## src/source/ex_pkg.sv

```systemverilog
`default_nettype none

package ex_pkg;

  // A data word is sixteen bits wide and moves as four 4-bit slices.
  typedef logic [15:0] word_t;
  typedef logic [3:0]  slice_t;

  // The beat counter selects the slice. Zero is the least significant slice.
  typedef logic [1:0]  ctr_t;

  // Register index, opcode and conditional-execution state.
  typedef logic [3:0]  reg_t;
  typedef logic [3:0]  op_t;
  typedef logic [7:0]  cond_t;

  // ALU operation select.
  typedef logic [1:0]  alu_op_t;

  // Opcodes live in bits 15:12 of the encoding. Values 14 and 15 do nothing.
  localparam op_t OP_ADD     = 4'd0;
  localparam op_t OP_SUB     = 4'd1;
  localparam op_t OP_AND     = 4'd2;
  localparam op_t OP_OR      = 4'd3;
  localparam op_t OP_XOR     = 4'd4;
  localparam op_t OP_CMP_EQ  = 4'd5;
  localparam op_t OP_CMP_NE  = 4'd6;
  localparam op_t OP_CMP_LT  = 4'd7;
  localparam op_t OP_CMP_LTU = 4'd8;
  localparam op_t OP_CMP_GE  = 4'd9;
  localparam op_t OP_CMP_GEU = 4'd10;
  localparam op_t OP_COND    = 4'd11;
  localparam op_t OP_URX     = 4'd12;
  localparam op_t OP_UTX     = 4'd13;

  // Register 0 always reads as zero and ignores writes.
  localparam reg_t REG_ZR = 4'd0;

  // Counter value of the final slice in a beat.
  localparam ctr_t CTR_LAST = 2'd3;

  // ALU operations.
  localparam alu_op_t ALU_ADD = 2'd0;
  localparam alu_op_t ALU_AND = 2'd1;
  localparam alu_op_t ALU_OR  = 2'd2;
  localparam alu_op_t ALU_XOR = 2'd3;

  // Decoded control for the instruction held in the current beat.
  typedef struct packed {
    logic    vld;
    op_t     op;
    reg_t    dst;
    reg_t    lhs;
    reg_t    rhs;
    cond_t   cond;
    alu_op_t alu_op;
    logic    alu_inv;
    logic    alu_cin;
    logic    wr_reg;
    logic    is_cmp;
    logic    is_cond;
    logic    is_urx;
    logic    is_utx;
  } ctrl_t;

  // ALU flags for the whole word, valid in the last cycle of a beat.
  typedef struct packed {
    logic z;
    logic n;
    logic c;
    logic v;
  } flags_t;

endpackage

`default_nettype wire

```

## src/source/ex_issue.sv

```systemverilog
`default_nettype none

// Beat counter, instruction register and decode.
module ex_issue import ex_pkg::*; (
  input  var logic  i_ex_gck,
  input  var logic  i_ex_rst_n,
  input  var word_t i_enc,
  input  var logic  i_enc_vld,
  input  var logic  i_stall,
  output var ctr_t  o_ctr,
  output var ctrl_t o_ctrl
);

  // Free-running beat counter.
  ctr_t  ctr_q;

  // Held instruction and whether it is valid.
  word_t enc_q;
  logic  vld_q;

  // Opcode field of the held encoding.
  op_t   op;

  // The counter wraps every four cycles and starts from zero after reset.
  always_ff @(posedge i_ex_gck, negedge i_ex_rst_n) begin
    if (!i_ex_rst_n) begin
      ctr_q <= '0;
    end else begin
      ctr_q <= ctr_q + ctr_t'(1);
    end
  end

  // A new instruction is taken at the end of a beat when nothing is held or
  // the held instruction was not stalled. A stalled one is kept and retried.
  always_ff @(posedge i_ex_gck, negedge i_ex_rst_n) begin
    if (!i_ex_rst_n) begin
      vld_q <= 1'b0;
    end else if (ctr_q == CTR_LAST && (!vld_q || !i_stall)) begin
      vld_q <= i_enc_vld;
    end
  end

  // The encoding itself is payload.
  always_ff @(posedge i_ex_gck) begin
    if (ctr_q == CTR_LAST && (!vld_q || !i_stall)) begin
      enc_q <= i_enc;
    end
  end

  always_comb op = op_t'(enc_q[15:12]);

  // Decode the held encoding. Fields are passed through and then the
  // opcode sets up the ALU and the kind of instruction.
  always_comb begin
    o_ctrl         = '0;
    o_ctrl.vld     = vld_q;
    o_ctrl.op      = op;
    o_ctrl.dst     = enc_q[11:8];
    o_ctrl.lhs     = enc_q[7:4];
    o_ctrl.rhs     = enc_q[3:0];
    o_ctrl.cond    = enc_q[7:0];
    o_ctrl.alu_op  = ALU_ADD;

    case (op)
      OP_ADD: o_ctrl.wr_reg = 1'b1;
      // Subtraction adds the inverted operand plus one.
      OP_SUB: begin
        o_ctrl.alu_inv = 1'b1;
        o_ctrl.alu_cin = 1'b1;
        o_ctrl.wr_reg  = 1'b1;
      end
      OP_AND: begin
        o_ctrl.alu_op = ALU_AND;
        o_ctrl.wr_reg = 1'b1;
      end
      OP_OR: begin
        o_ctrl.alu_op = ALU_OR;
        o_ctrl.wr_reg = 1'b1;
      end
      OP_XOR: begin
        o_ctrl.alu_op = ALU_XOR;
        o_ctrl.wr_reg = 1'b1;
      end
      // All comparisons are a subtraction that only produces flags.
      OP_CMP_EQ, OP_CMP_NE, OP_CMP_LT, OP_CMP_LTU, OP_CMP_GE, OP_CMP_GEU: begin
        o_ctrl.alu_inv = 1'b1;
        o_ctrl.alu_cin = 1'b1;
        o_ctrl.is_cmp  = 1'b1;
      end
      OP_COND: o_ctrl.is_cond = 1'b1;
      OP_URX: begin
        o_ctrl.is_urx = 1'b1;
        o_ctrl.wr_reg = 1'b1;
      end
      // Transmit passes lhs through the ALU by ORing it with zero.
      OP_UTX: begin
        o_ctrl.alu_op = ALU_OR;
        o_ctrl.rhs    = REG_ZR;
        o_ctrl.is_utx = 1'b1;
      end
      default: ;
    endcase
  end

  always_comb o_ctr = ctr_q;

  // The retry decision at the beat boundary sees only the last stall value,
  // so the stall of a held instruction must stay the same over the beat.
  a_stall_steady: assert property (
    @(posedge i_ex_gck) disable iff (!i_ex_rst_n)
    (ctr_q != CTR_LAST && vld_q) |=> $stable(i_stall)
  );

endmodule

`default_nettype wire

```

## src/source/ex_regfile.sv

```systemverilog
`default_nettype none

// Register file of sixteen words, accessed one slice per cycle.
module ex_regfile import ex_pkg::*; (
  input  var logic   i_ex_gck,
  input  var ctr_t   i_ctr,
  input  var ctrl_t  i_ctrl,
  input  var logic   i_exec,
  input  var slice_t i_wr_data,
  output var slice_t o_lhs,
  output var slice_t o_rhs
);

  // Each register is stored as four slices so the counter picks one
  // directly. Entry 0 is never written.
  slice_t regs_q [16][4];

  // Write enable for the current slice.
  logic   wr_en;

  // Only executed instructions that produce a register result write, and a
  // write aimed at R0 is simply dropped.
  always_comb wr_en = i_exec && i_ctrl.wr_reg && i_ctrl.dst != REG_ZR;

  always_ff @(posedge i_ex_gck) begin
    if (wr_en) begin
      regs_q[i_ctrl.dst][i_ctr] <= i_wr_data;
    end
  end

  // Reads are combinational. A read of the register being written returns
  // the old slice, which is what the current instruction should see.
  always_comb begin
    if (i_ctrl.lhs == REG_ZR) begin
      o_lhs = '0;
    end else begin
      o_lhs = regs_q[i_ctrl.lhs][i_ctr];
    end
  end

  always_comb begin
    if (i_ctrl.rhs == REG_ZR) begin
      o_rhs = '0;
    end else begin
      o_rhs = regs_q[i_ctrl.rhs][i_ctr];
    end
  end

endmodule

`default_nettype wire

```

## src/source/ex_alu.sv

```systemverilog
`default_nettype none

// Slice-serial ALU.
module ex_alu import ex_pkg::*; (
  input  var logic   i_ex_gck,
  input  var ctr_t   i_ctr,
  input  var ctrl_t  i_ctrl,
  input  var slice_t i_lhs,
  input  var slice_t i_rhs,
  output var slice_t o_out,
  output var flags_t o_flags
);

  // Right-hand operand after optional inversion.
  slice_t rhs;

  // Carry into this slice and the 5-bit sum with carry out.
  logic       cin;
  logic [4:0] sum;

  // Carry and zero state saved between slices.
  logic carry_q;
  logic zero_q;
  logic zero_acc;
  logic zero_now;

  always_comb rhs = i_ctrl.alu_inv ? ~i_rhs : i_rhs;

  // The first slice takes its carry from the decode, later slices from the
  // previous cycle.
  always_comb cin = (i_ctr == '0) ? i_ctrl.alu_cin : carry_q;

  always_comb sum = {1'b0, i_lhs} + {1'b0, rhs} + {4'b0, cin};

  always_comb begin
    case (i_ctrl.alu_op)
      ALU_AND: o_out = i_lhs & rhs;
      ALU_OR:  o_out = i_lhs | rhs;
      ALU_XOR: o_out = i_lhs ^ rhs;
      default: o_out = sum[3:0];
    endcase
  end

  // Zero is tracked across the beat and restarts on the first slice.
  always_comb zero_acc = (i_ctr == '0) ? 1'b1 : zero_q;
  always_comb zero_now = zero_acc && (o_out == '0);

  always_ff @(posedge i_ex_gck) begin
    carry_q <= sum[4];
    zero_q  <= zero_now;
  end

  // Flags describe the whole word once the top slice is present at the last
  // counter value. Overflow is set when both operands share a sign and the
  // result does not.
  always_comb begin
    o_flags.z = zero_now;
    o_flags.n = o_out[3];
    o_flags.c = sum[4];
    o_flags.v = (i_lhs[3] == rhs[3]) && (o_out[3] != i_lhs[3]);
  end

endmodule

`default_nettype wire

```

## src/source/ex_cond.sv

```systemverilog
`default_nettype none

// Predicate and conditional-execution state.
module ex_cond import ex_pkg::*; (
  input  var logic   i_ex_gck,
  input  var logic   i_ex_rst_n,
  input  var ctr_t   i_ctr,
  input  var ctrl_t  i_ctrl,
  input  var logic   i_stall,
  input  var flags_t i_flags,
  output var logic   o_run,
  output var logic   o_exec
);

  // Predicate written by comparisons.
  logic  pred_q;
  logic  pred_d;

  // Run of condition bits, consumed from bit 0 upwards.
  cond_t cond_q;

  // Whether the held instruction is skipped.
  logic  skip;

  // The state only applies while any bit above bit 0 is set. Bit 0 then
  // names the predicate value the instruction needs in order to run.
  always_comb skip = |cond_q[7:1] && (cond_q[0] ? !pred_q : pred_q);

  always_comb o_run  = i_ctrl.vld && !i_stall;
  always_comb o_exec = o_run && !skip;

  // New predicate from an executed comparison.
  always_comb begin
    pred_d = pred_q;
    if (o_exec && i_ctrl.is_cmp) begin
      case (i_ctrl.op)
        OP_CMP_EQ:  pred_d = i_flags.z;
        OP_CMP_NE:  pred_d = !i_flags.z;
        OP_CMP_LT:  pred_d = i_flags.n != i_flags.v;
        OP_CMP_LTU: pred_d = !i_flags.c;
        OP_CMP_GE:  pred_d = i_flags.n == i_flags.v;
        OP_CMP_GEU: pred_d = i_flags.c;
        default:    pred_d = pred_q;
      endcase
    end
  end

  // Both pieces of state move only at the end of a beat that ran. An
  // executed COND loads a new value, every other instruction shifts the
  // state right, including a COND that was skipped.
  always_ff @(posedge i_ex_gck, negedge i_ex_rst_n) begin
    if (!i_ex_rst_n) begin
      pred_q <= 1'b0;
      cond_q <= '0;
    end else if (i_ctr == CTR_LAST && o_run) begin
      pred_q <= pred_d;
      if (i_ctrl.is_cond && !skip) begin
        cond_q <= i_ctrl.cond;
      end else begin
        cond_q <= {1'b0, cond_q[7:1]};
      end
    end
  end

endmodule

`default_nettype wire

```

## src/source/ex_io_port.sv

```systemverilog
`default_nettype none

// UART strobes, stall and register write-data selection.
module ex_io_port import ex_pkg::*; (
  input  var logic   i_ex_gck,
  input  var ctr_t   i_ctr,
  input  var ctrl_t  i_ctrl,
  input  var logic   i_exec,
  input  var slice_t i_alu_out,
  input  var word_t  i_urx_data,
  input  var logic   i_urx_vld,
  input  var logic   i_utx_acp,
  output var logic   o_stall,
  output var slice_t o_wr_data,
  output var logic   o_urx_acp,
  output var slice_t o_utx_data,
  output var logic   o_utx_vld
);

  // Slice of the received word for the current counter value.
  slice_t urx_slice;

  // A held receive waits for data, a held transmit waits for the UART to
  // accept. The levels are steady over a beat, so the stall is too.
  always_comb begin
    o_stall = i_ctrl.vld
           && ((i_ctrl.is_urx && !i_urx_vld) || (i_ctrl.is_utx && !i_utx_acp));
  end

  // Strobes stay high for the whole executing beat.
  always_comb o_urx_acp = i_exec && i_ctrl.is_urx;
  always_comb o_utx_vld = i_exec && i_ctrl.is_utx;

  // Transmit data is lhs passed through the ALU, least significant slice
  // first.
  always_comb o_utx_data = i_alu_out;

  always_comb urx_slice = i_urx_data[{i_ctr, 2'b00} +: 4];

  // Received data goes straight into the register, everything else writes
  // the ALU result.
  always_comb o_wr_data = i_ctrl.is_urx ? urx_slice : i_alu_out;

  // The UART levels may only change at a beat boundary while an instruction
  // is held, otherwise the stall could flip part way through a beat.
  a_uart_levels_steady: assert property (
    @(posedge i_ex_gck)
    (i_ctrl.vld && i_ctr != CTR_LAST) |=> ($stable(i_urx_vld) && $stable(i_utx_acp))
  );

endmodule

`default_nettype wire

```

## src/source/ex_top.sv

```systemverilog
`default_nettype none

// Execution unit of the nibble-serial processor.
module ex_top import ex_pkg::*; (
  // Clock and reset.
  input  var logic   i_ex_gck,
  input  var logic   i_ex_rst_n,

  // Instruction source and beat counter.
  input  var word_t  i_ex_enc,
  input  var logic   i_ex_enc_vld,
  output var ctr_t   o_ex_ctr,
  output var logic   o_ex_stall,

  // UART receive side.
  input  var word_t  i_ex_urx_data,
  input  var logic   i_ex_urx_vld,
  output var logic   o_ex_urx_acp,

  // UART transmit side.
  output var slice_t o_ex_utx_data,
  output var logic   o_ex_utx_vld,
  input  var logic   i_ex_utx_acp
);

  // Decoded instruction for the current beat.
  ctrl_t  ctrl;

  // Operand slices and ALU result.
  slice_t lhs;
  slice_t rhs;
  slice_t alu_out;
  flags_t flags;

  // Execute level from the condition block.
  logic   exec;

  // Slice written back into the register file.
  slice_t wr_data;

  // Counter and instruction register.
  ex_issue u_issue (
    .i_ex_gck   (i_ex_gck),
    .i_ex_rst_n (i_ex_rst_n),
    .i_enc      (i_ex_enc),
    .i_enc_vld  (i_ex_enc_vld),
    .i_stall    (o_ex_stall),
    .o_ctr      (o_ex_ctr),
    .o_ctrl     (ctrl)
  );

  // Register file.
  ex_regfile u_regfile (
    .i_ex_gck  (i_ex_gck),
    .i_ctr     (o_ex_ctr),
    .i_ctrl    (ctrl),
    .i_exec    (exec),
    .i_wr_data (wr_data),
    .o_lhs     (lhs),
    .o_rhs     (rhs)
  );

  // Slice ALU.
  ex_alu u_alu (
    .i_ex_gck (i_ex_gck),
    .i_ctr    (o_ex_ctr),
    .i_ctrl   (ctrl),
    .i_lhs    (lhs),
    .i_rhs    (rhs),
    .o_out    (alu_out),
    .o_flags  (flags)
  );

  // Predicate and conditional-execution state.
  ex_cond u_cond (
    .i_ex_gck   (i_ex_gck),
    .i_ex_rst_n (i_ex_rst_n),
    .i_ctr      (o_ex_ctr),
    .i_ctrl     (ctrl),
    .i_stall    (o_ex_stall),
    .i_flags    (flags),
    .o_run      (),
    .o_exec     (exec)
  );

  // UART strobes, stall and write-back selection.
  ex_io_port u_io_port (
    .i_ex_gck   (i_ex_gck),
    .i_ctr      (o_ex_ctr),
    .i_ctrl     (ctrl),
    .i_exec     (exec),
    .i_alu_out  (alu_out),
    .i_urx_data (i_ex_urx_data),
    .i_urx_vld  (i_ex_urx_vld),
    .i_utx_acp  (i_ex_utx_acp),
    .o_stall    (o_ex_stall),
    .o_wr_data  (wr_data),
    .o_urx_acp  (o_ex_urx_acp),
    .o_utx_data (o_ex_utx_data),
    .o_utx_vld  (o_ex_utx_vld)
  );

endmodule

`default_nettype wire

```

## config.mk

```make
export PLATFORM = sky130hd
export DESIGN_NAME = ex_top
export DESIGN_NICKNAME = d
export VERILOG_FILES = /design/src/source/ex_pkg.sv /design/src/source/ex_issue.sv /design/src/source/ex_regfile.sv /design/src/source/ex_alu.sv /design/src/source/ex_cond.sv /design/src/source/ex_io_port.sv /design/src/source/ex_top.sv
export SDC_FILE = /design/constraint.sdc
export NUM_CORES = 1
export LEC_CHECK = 0
export ABC_AREA = 0
export BUFFER_PORTS_ARGS = -buffer_cell sky130_fd_sc_hd__buf_2
export CAP_MARGIN = 40
export CORE_AREA = 2 2 348 178
export DETAILED_ROUTE_END_ITERATION = 16
export DIE_AREA = 0 0 350 180
export GPL_TIMING_DRIVEN = 0
export PLACE_DENSITY = 0.35
export SLEW_MARGIN = 20
export SYNTH_ARGS = -nofsm -noshare
export SYNTH_HDL_FRONTEND = slang
export SYNTH_SLANG_ARGS = --single-unit
```

## constraint.sdc

```tcl
create_clock -name i_ex_gck -period 11.6 [get_ports i_ex_gck]
set_input_delay 0 -clock i_ex_gck [delete_from_list [all_inputs] [get_ports i_ex_gck]]
set_output_delay 0 -clock i_ex_gck [all_outputs]
set_load 0.1 [all_outputs]
```

---- Yosys cells after proc, flatten, opt, wreduce, memory -nomap -nowiden ----
Memory sizes are Yosys's and may differ from the RTL's. A register that Yosys moved wholly into a read port is not among the register bits.
Index checks and enable logic that the tools add are counted.
W data, S select, Z words.
word-level totals
  bits in registers ....................... 30
  memory bits (writable) .................. 256
  bits of input ports ..................... 37
  output and inout bits ................... 9
  logic and storage cells ................. 109
  memories kept ........................... 1
memories
  name              depth  bits a word  rd ports  clocked after Yosys merged registers in  write ports  line              source
  u_regfile.regs_q  16     16           2         1                                        1            ex_regfile.sv:16  slice_t regs_q [16][4];
operators by class
  add/subtract/negate cells ............... 3
  $lt $le $gt $ge ......................... 2
  equality and inequality tests ........... 21
  shift-type cells ........................ 1
  muxes and demuxes ....................... 29
  bitwise operators ....................... 5
  reductions and logical operators ........ 40
operator list
  kind                  number
  $mux W4               11
  $eq A4 B4 Y1 const B  6
  $logic_and A1 B1 Y1   17
  $bmux W4 S2           2
  $eq A4 B3 Y1 const B  4
  $logic_not A4 Y1      4
  $mux W16              1
  $shiftx A16 B5 Y4     1
  $reduce_or A7 Y1      2
  $pmux W4 S3           1
  $reduce_or A6 Y1      2
  $mux W1               9
  $demux W4 S2          1
  $eq A4 B2 Y1 const B  2
  $logic_not A1 Y1      8
  $mux W8               1
  $eq A2 B2 Y1 const B  3
  $pmux W1 S6           1
  $pmux W2 S3           1
  $reduce_bool A6 Y1    1
  $add A4 B4 Y5         1
  $add A5 B1 Y5         1
  $and A4 B4 Y4         1
  $eq A4 B1 Y1 const B  1
  other kinds (16)      19

---- Logic depth before layout (Yosys ltp) ----
An unclocked memory read counts as a cell.
  word-level depth ........................ 16
  gate-level depth with buffers ........... 21

---- Hierarchy ----
A second synthesis with hierarchy kept.
unflattened totals
  cells, all modules ...................... 939
  area total of the unflattened synthesis .. 14712.9 sq um
by module, submodules not included
  module      times used  cells each  area an instance (sq um)
  ex_regfile  1           731         12605.8
  ex_issue    1           54          793.3
  ex_cond     1           63          554.3
  ex_alu      1           63          535.5
  ex_io_port  1           28          224.0

---- Least setup slack after synthesis ----
Ideal clock, no wire load.
  kind .................................... register to register
  start ................................... register u_issue.ctr_q[0] (netlist: u_issue.o_ctr[0])
  end ..................................... memory u_regfile.regs_q[0][10] (netlist name) (data pin)
  setup time .............................. 702 ps
  data arrival time ....................... 6192 ps
  required time ........................... 10898 ps
  path slack .............................. 4707 ps
  cell stages (with the launch flop) ...... 13
  path buffers ............................ 2
  path through ............................ dfrtp_1 -> clkbuf_1 -> buf_1 -> a221oi_1 -> a211o_1 -> o21ai_2 -> xnor2_1 -> fa_1 -> fa_1 -> nor2b_1 -> or3_1 -> o221a_2 -> o21ai_0
between the ends
  longest elaborated chain between the ends .. 11
  elaborated cells on any way between the ends .. 21
  those cells by class .................... add/sub: 2; shift: 1; mux: 12; bitwise: 5; reduce/logical: 1
RTL lines
  element                                      line                                source
  start: declaration                           ex_issue.sv:15                      ctr_t ctr_q;
  start signal: assignment                     ex_issue.sv:29                      ctr_q <= ctr_q + ctr_t'(1);
  $not A2 Y3 (implied by the code)             ex_regfile.sv:37, ex_regfile.sv:45
  $bmux W4 S2                                  ex_regfile.sv:45                    o_rhs = regs_q[i_ctrl.rhs][i_ctr];
  $mux W4 (implied by the code) (2 in series)  ex_regfile.sv:45
  $mux W4                                      ex_regfile.sv:42                    if (i_ctrl.rhs == REG_ZR) begin
  $not A4 Y4                                   ex_alu.sv:27                        always_comb rhs = i_ctrl.alu_inv ? ~i_rhs : i_rhs;
  $mux W4                                      ex_alu.sv:27
  $add A4 B4 Y5                                ex_alu.sv:33                        always_comb sum = {1'b0, i_lhs} + {1'b0, rhs} + {4'b0, cin};
  $add A5 B1 Y5                                ex_alu.sv:33
  $pmux W4 S3                                  ex_alu.sv:36                        case (i_ctrl.alu_op)
  $mux W4 (*)                                  ex_io_port.sv:42                    always_comb o_wr_data = i_ctrl.is_urx ? urx_slice : i_alu_out;
  net u_io_port.o_wr_data[2]                   ex_io_port.sv:14                    output var slice_t o_wr_data,
  end: declaration                             ex_regfile.sv:16
Mark *: on every way through the listed nets, which the timed path passes. The rest lies on a longest branch. The select of a mux whose other input is x is not followed.

---- Worst setup path after layout ----
  start ................................... register u_issue.enc_q[12]
  end ..................................... memory u_regfile.regs_q[12][10] (netlist name) (data pin)
between the ends
  longest elaborated chain between the ends .. 13
  elaborated cells on any way between the ends .. 37
  those cells by class .................... add/sub: 2; eq/ne: 15; mux: 12; bitwise: 4; reduce/logical: 3; memory: 1
RTL lines
  element                                      line              source
  start: declaration                           ex_issue.sv:18    word_t enc_q;
  start signal: assignment                     ex_issue.sv:46    enc_q <= i_enc;
  $eq A4 B4 Y1                                 ex_issue.sv:64    case (op)
  $mux W4                                      ex_issue.sv:64
  $mem_v2 Z16 W16                              -
  $bmux W4 S2                                  ex_regfile.sv:45
  $mux W4 (implied by the code) (2 in series)  ex_regfile.sv:45
  $mux W4                                      ex_regfile.sv:42
  $not A4 Y4                                   ex_alu.sv:27
  $mux W4                                      ex_alu.sv:27
  $add A4 B4 Y5                                ex_alu.sv:33
  $add A5 B1 Y5                                ex_alu.sv:33
  $pmux W4 S3                                  ex_alu.sv:36
  $mux W4 (*)                                  ex_io_port.sv:42
  net u_io_port.o_wr_data[2]                   ex_io_port.sv:14
Marked as above.

==> results.sh <==
export IMPL_die_area_mm2=0.0630
export IMPL_final_common_cell="edfxtp_1"
export IMPL_cts_clk_slew_worst_paths_ns=0.07
export IMPL_syn_inst=1084
export IMPL_syn_area_mm2=0.0149
export IMPL_crit_buf_inv=5
export IMPL_layout_drive_gt1_share_pct=22.2
export IMPL_grtUsageTotal_pct=21.9
export IMPL_fin_crit_sh_pct=58.2
export IMPL_crit_required_ns=12.06
export IMPL_viasPerCell=5.39
export IMPL_synth_edf_count=272
export IMPL_fp_coreArea_mm2=0.0601
export IMPL_min_path_type="in -> reg"
export IMPL_wl_per_cell_um=33.7
export IMPL_firstDrtPassIters=6
export IMPL_max_freq_mhz=148
export IMPL_ys_seq_area_share_pct=57.8
export IMPL_slew_violations=0
export IMPL_ctsLongestPathBuffers=3
export IMPL_grt_max_degree=55
export IMPL_cts_made_buffers=30
export IMPL_synth_async_sr_flop_share_pct=4.14
export IMPL_placed_area_mm2=0.0166
export IMPL_portBuffers=45
export IMPL_cts_tree="built"
export IMPL_yosysWarningCount=0
export IMPL_tightest_slew_ns=1.03
export IMPL_crit_path_start_kind="flip-flop"
export IMPL_ys_ff_latch=290
export IMPL_synthToLayoutAreaGrowth_pct=19.2
export IMPL_final_nets=1266
export IMPL_drv_cap=0
export IMPL_final_cell_mix="edfxtp_1 (272), nand2_1 (106), nor2_1 (95)"
export IMPL_die_h_um=180
export IMPL_postLayoutSetupSlackWorst_ns=4.85
export IMPL_setup_tns_ns=0
export IMPL_gr_usage_met1_pct=34.7
export IMPL_finalClockSkew_ns=0.0313
export IMPL_period_needed_ns=6.75
export IMPL_grt_pass1_wl_um=93800
export IMPL_crit_family="compound AO/OA/AOI/OAI gates"
export IMPL_leakage_nw=5.96
export IMPL_path_class="reg -> reg"
export IMPL_final_cell_area_mm2=0.0177
export IMPL_gp_congestion=0.966
export IMPL_crit_chain="buf_2 > nand4b_1 > buf_2 > nand2_1 > nor2_4 > buf_2 > a221oi_1 > a221oi_1 > nor3_1 > a21oi_2 > xnor2_1 > fa_1 > nor2b_1 > or3_1 > o221a_2 > o21ai_4 > buf_16 > buf_16"
export IMPL_rsz0062_at_grt="false"
export IMPL_cp_arrival_ns=7.21
export IMPL_cpMaxStageDelayCell="a221oi_1"
export IMPL_num_vias=11107
export IMPL_fillers=6070
export IMPL_grt_overflow_total=0
export IMPL_path_common_cell="buf_2"
export IMPL_routed_wl_um=69600
export IMPL_fp_dieW_um=350
export IMPL_antenna_found_initial=3
export IMPL_dp_slack_ns=5.15
export IMPL_cts_sinks=290
export IMPL_max_stage_delay_ns=0.91
export IMPL_grt_pass1_vias=10605
export IMPL_setup_violations=0
export IMPL_report_power_total_mw=2.54
export IMPL_detail_route_antenna_nets=0
export IMPL_htreeDepth=1
export IMPL_drc=0
export IMPL_io_pins=46
export IMPL_dp_hpwl_um=51200
export IMPL_postCtsSetupBuffers=0
export IMPL_layoutNonFillerInstCount=2062
export IMPL_avgSynthCellArea_um2=13.7
export IMPL_max_vdd_ir_drop_mv=0.141
export IMPL_synth_distinct_cells=72
export IMPL_root_buffer="clkbuf_16"
export IMPL_postCtsResizedCells=0
export IMPL_critPathMaxFanout=26
export IMPL_outcome="finished, final reports clean"
export IMPL_drt_iter0_drc=1482
export IMPL_rows=64
export IMPL_hold_viol=0
export IMPL_cellPowerDensity_mw_per_mm2=143
export IMPL_start_util_pct=24.7
export IMPL_use_met3_pct=10.9
export IMPL_cts_hold_buf=19
export IMPL_critPathCaptureType="flip-flop"
export IMPL_antenna_cells=0
export IMPL_ys_flop_type="edfxtp_1"
export IMPL_grt_use_met2_pct=25.1
export IMPL_clk_latency_ns=0.63
export IMPL_grt_busiest_layer="met1"
export IMPL_dp_cells=1989
export IMPL_max_slew_margin_pct=31.1
cells in the mapped netlist, types with 13 or more instances:
cell type | number | area (um2)
a211oi_1 | 14 | 105
a21oi_1 | 35 | 175
a221oi_1 | 32 | 280
buf_2 | 32 | 160
clkbuf_1 | 26 | 97.6
edfxtp_1 | 272 | 8170
inv_1 | 13 | 48.8
mux2_2 | 15 | 169
mux2i_1 | 85 | 851
mux4_2 | 77 | 1730
nand2_1 | 106 | 398
nand3_1 | 34 | 170
nor2_1 | 95 | 357
nor2b_1 | 15 | 93.8
o21ai_0 | 32 | 160
report_power, final:
part           internal (mW)  switching (mW)
clock                  0.542           0.465
combinational          0.107           0.195
sequential              1.22          0.0172
total                   1.86           0.677
routing by layer:
metal | vias up | share of wire (%)
met5 | - | 0.013
met4 | 2 | 2.2
met3 | 83 | 14
met2 | 701 | 35
met1 | 5787 | 49
li1 | 4534 | -
path summary, 6_finish.rpt:
path	from	to	slack, ns	depth (start not counted)
max	u_issue.enc_q[12]	u_regfile.regs_q[12][10]	4.85	18
min	i_ex_urx_data[3]	u_regfile.regs_q[6][15]	0.09	3
max reg2reg	u_issue.enc_q[12]	u_regfile.regs_q[12][10]	4.85	18
min reg2reg	u_cond.cond_q[0]	u_cond.cond_q[0]	0.51	2
max in group asynchronous	i_ex_rst_n	u_issue.o_ctr[1]	10.66	3
min in group asynchronous	i_ex_rst_n	u_cond.pred_q	0.51	3
cells by family after synthesis:
logic type      synth area share [%]
fa+ha+maj                       1.28
compound gates                  8.86
flops                           57.8
other cells                   0.0252
xor+xnor                       0.589
simple gates                    9.59
mux                             18.6
buf+inv                         3.30
per-stage QoR:
stage	utilization [%]	hold WS (ns)
floorplan	-	-0.296
CTS	29.5	0.0588
global route	29.5	0.0803
detailed placement	27.5	-0.0781
global placement	26.9	-0.0687
finish	29.5	0.0856
cell type report:
cell class	instances	area [um2]	area share (%)
inverter	17	63.8	0.360
clock buffer	33	762	4.30
timing repair buffer	84	751	4.24
tap	825	1030	5.83
sequential	290	8590	48.5
multi-input combinational	713	5880	33.2
buffer	79	432	2.44
clock inverter	21	206	1.17
sequential cells by signal, indices dropped and copies added, names as in the netlist, named ones only:
name              flops
u_regfile.regs_q    256
u_issue.enc_q        16
u_cond.cond_q         8
u_issue.o_ctr         2
u_alu.carry_q         1
u_alu.zero_q          1
u_cond.pred_q         1
u_issue.vld_q         1
tightest hold or removal path, stage by stage:
cell and delay (ns):
buf_2 0.07, mux4_2 0.22, mux2_4 0.25
Power figures use the tool's default switching activity.
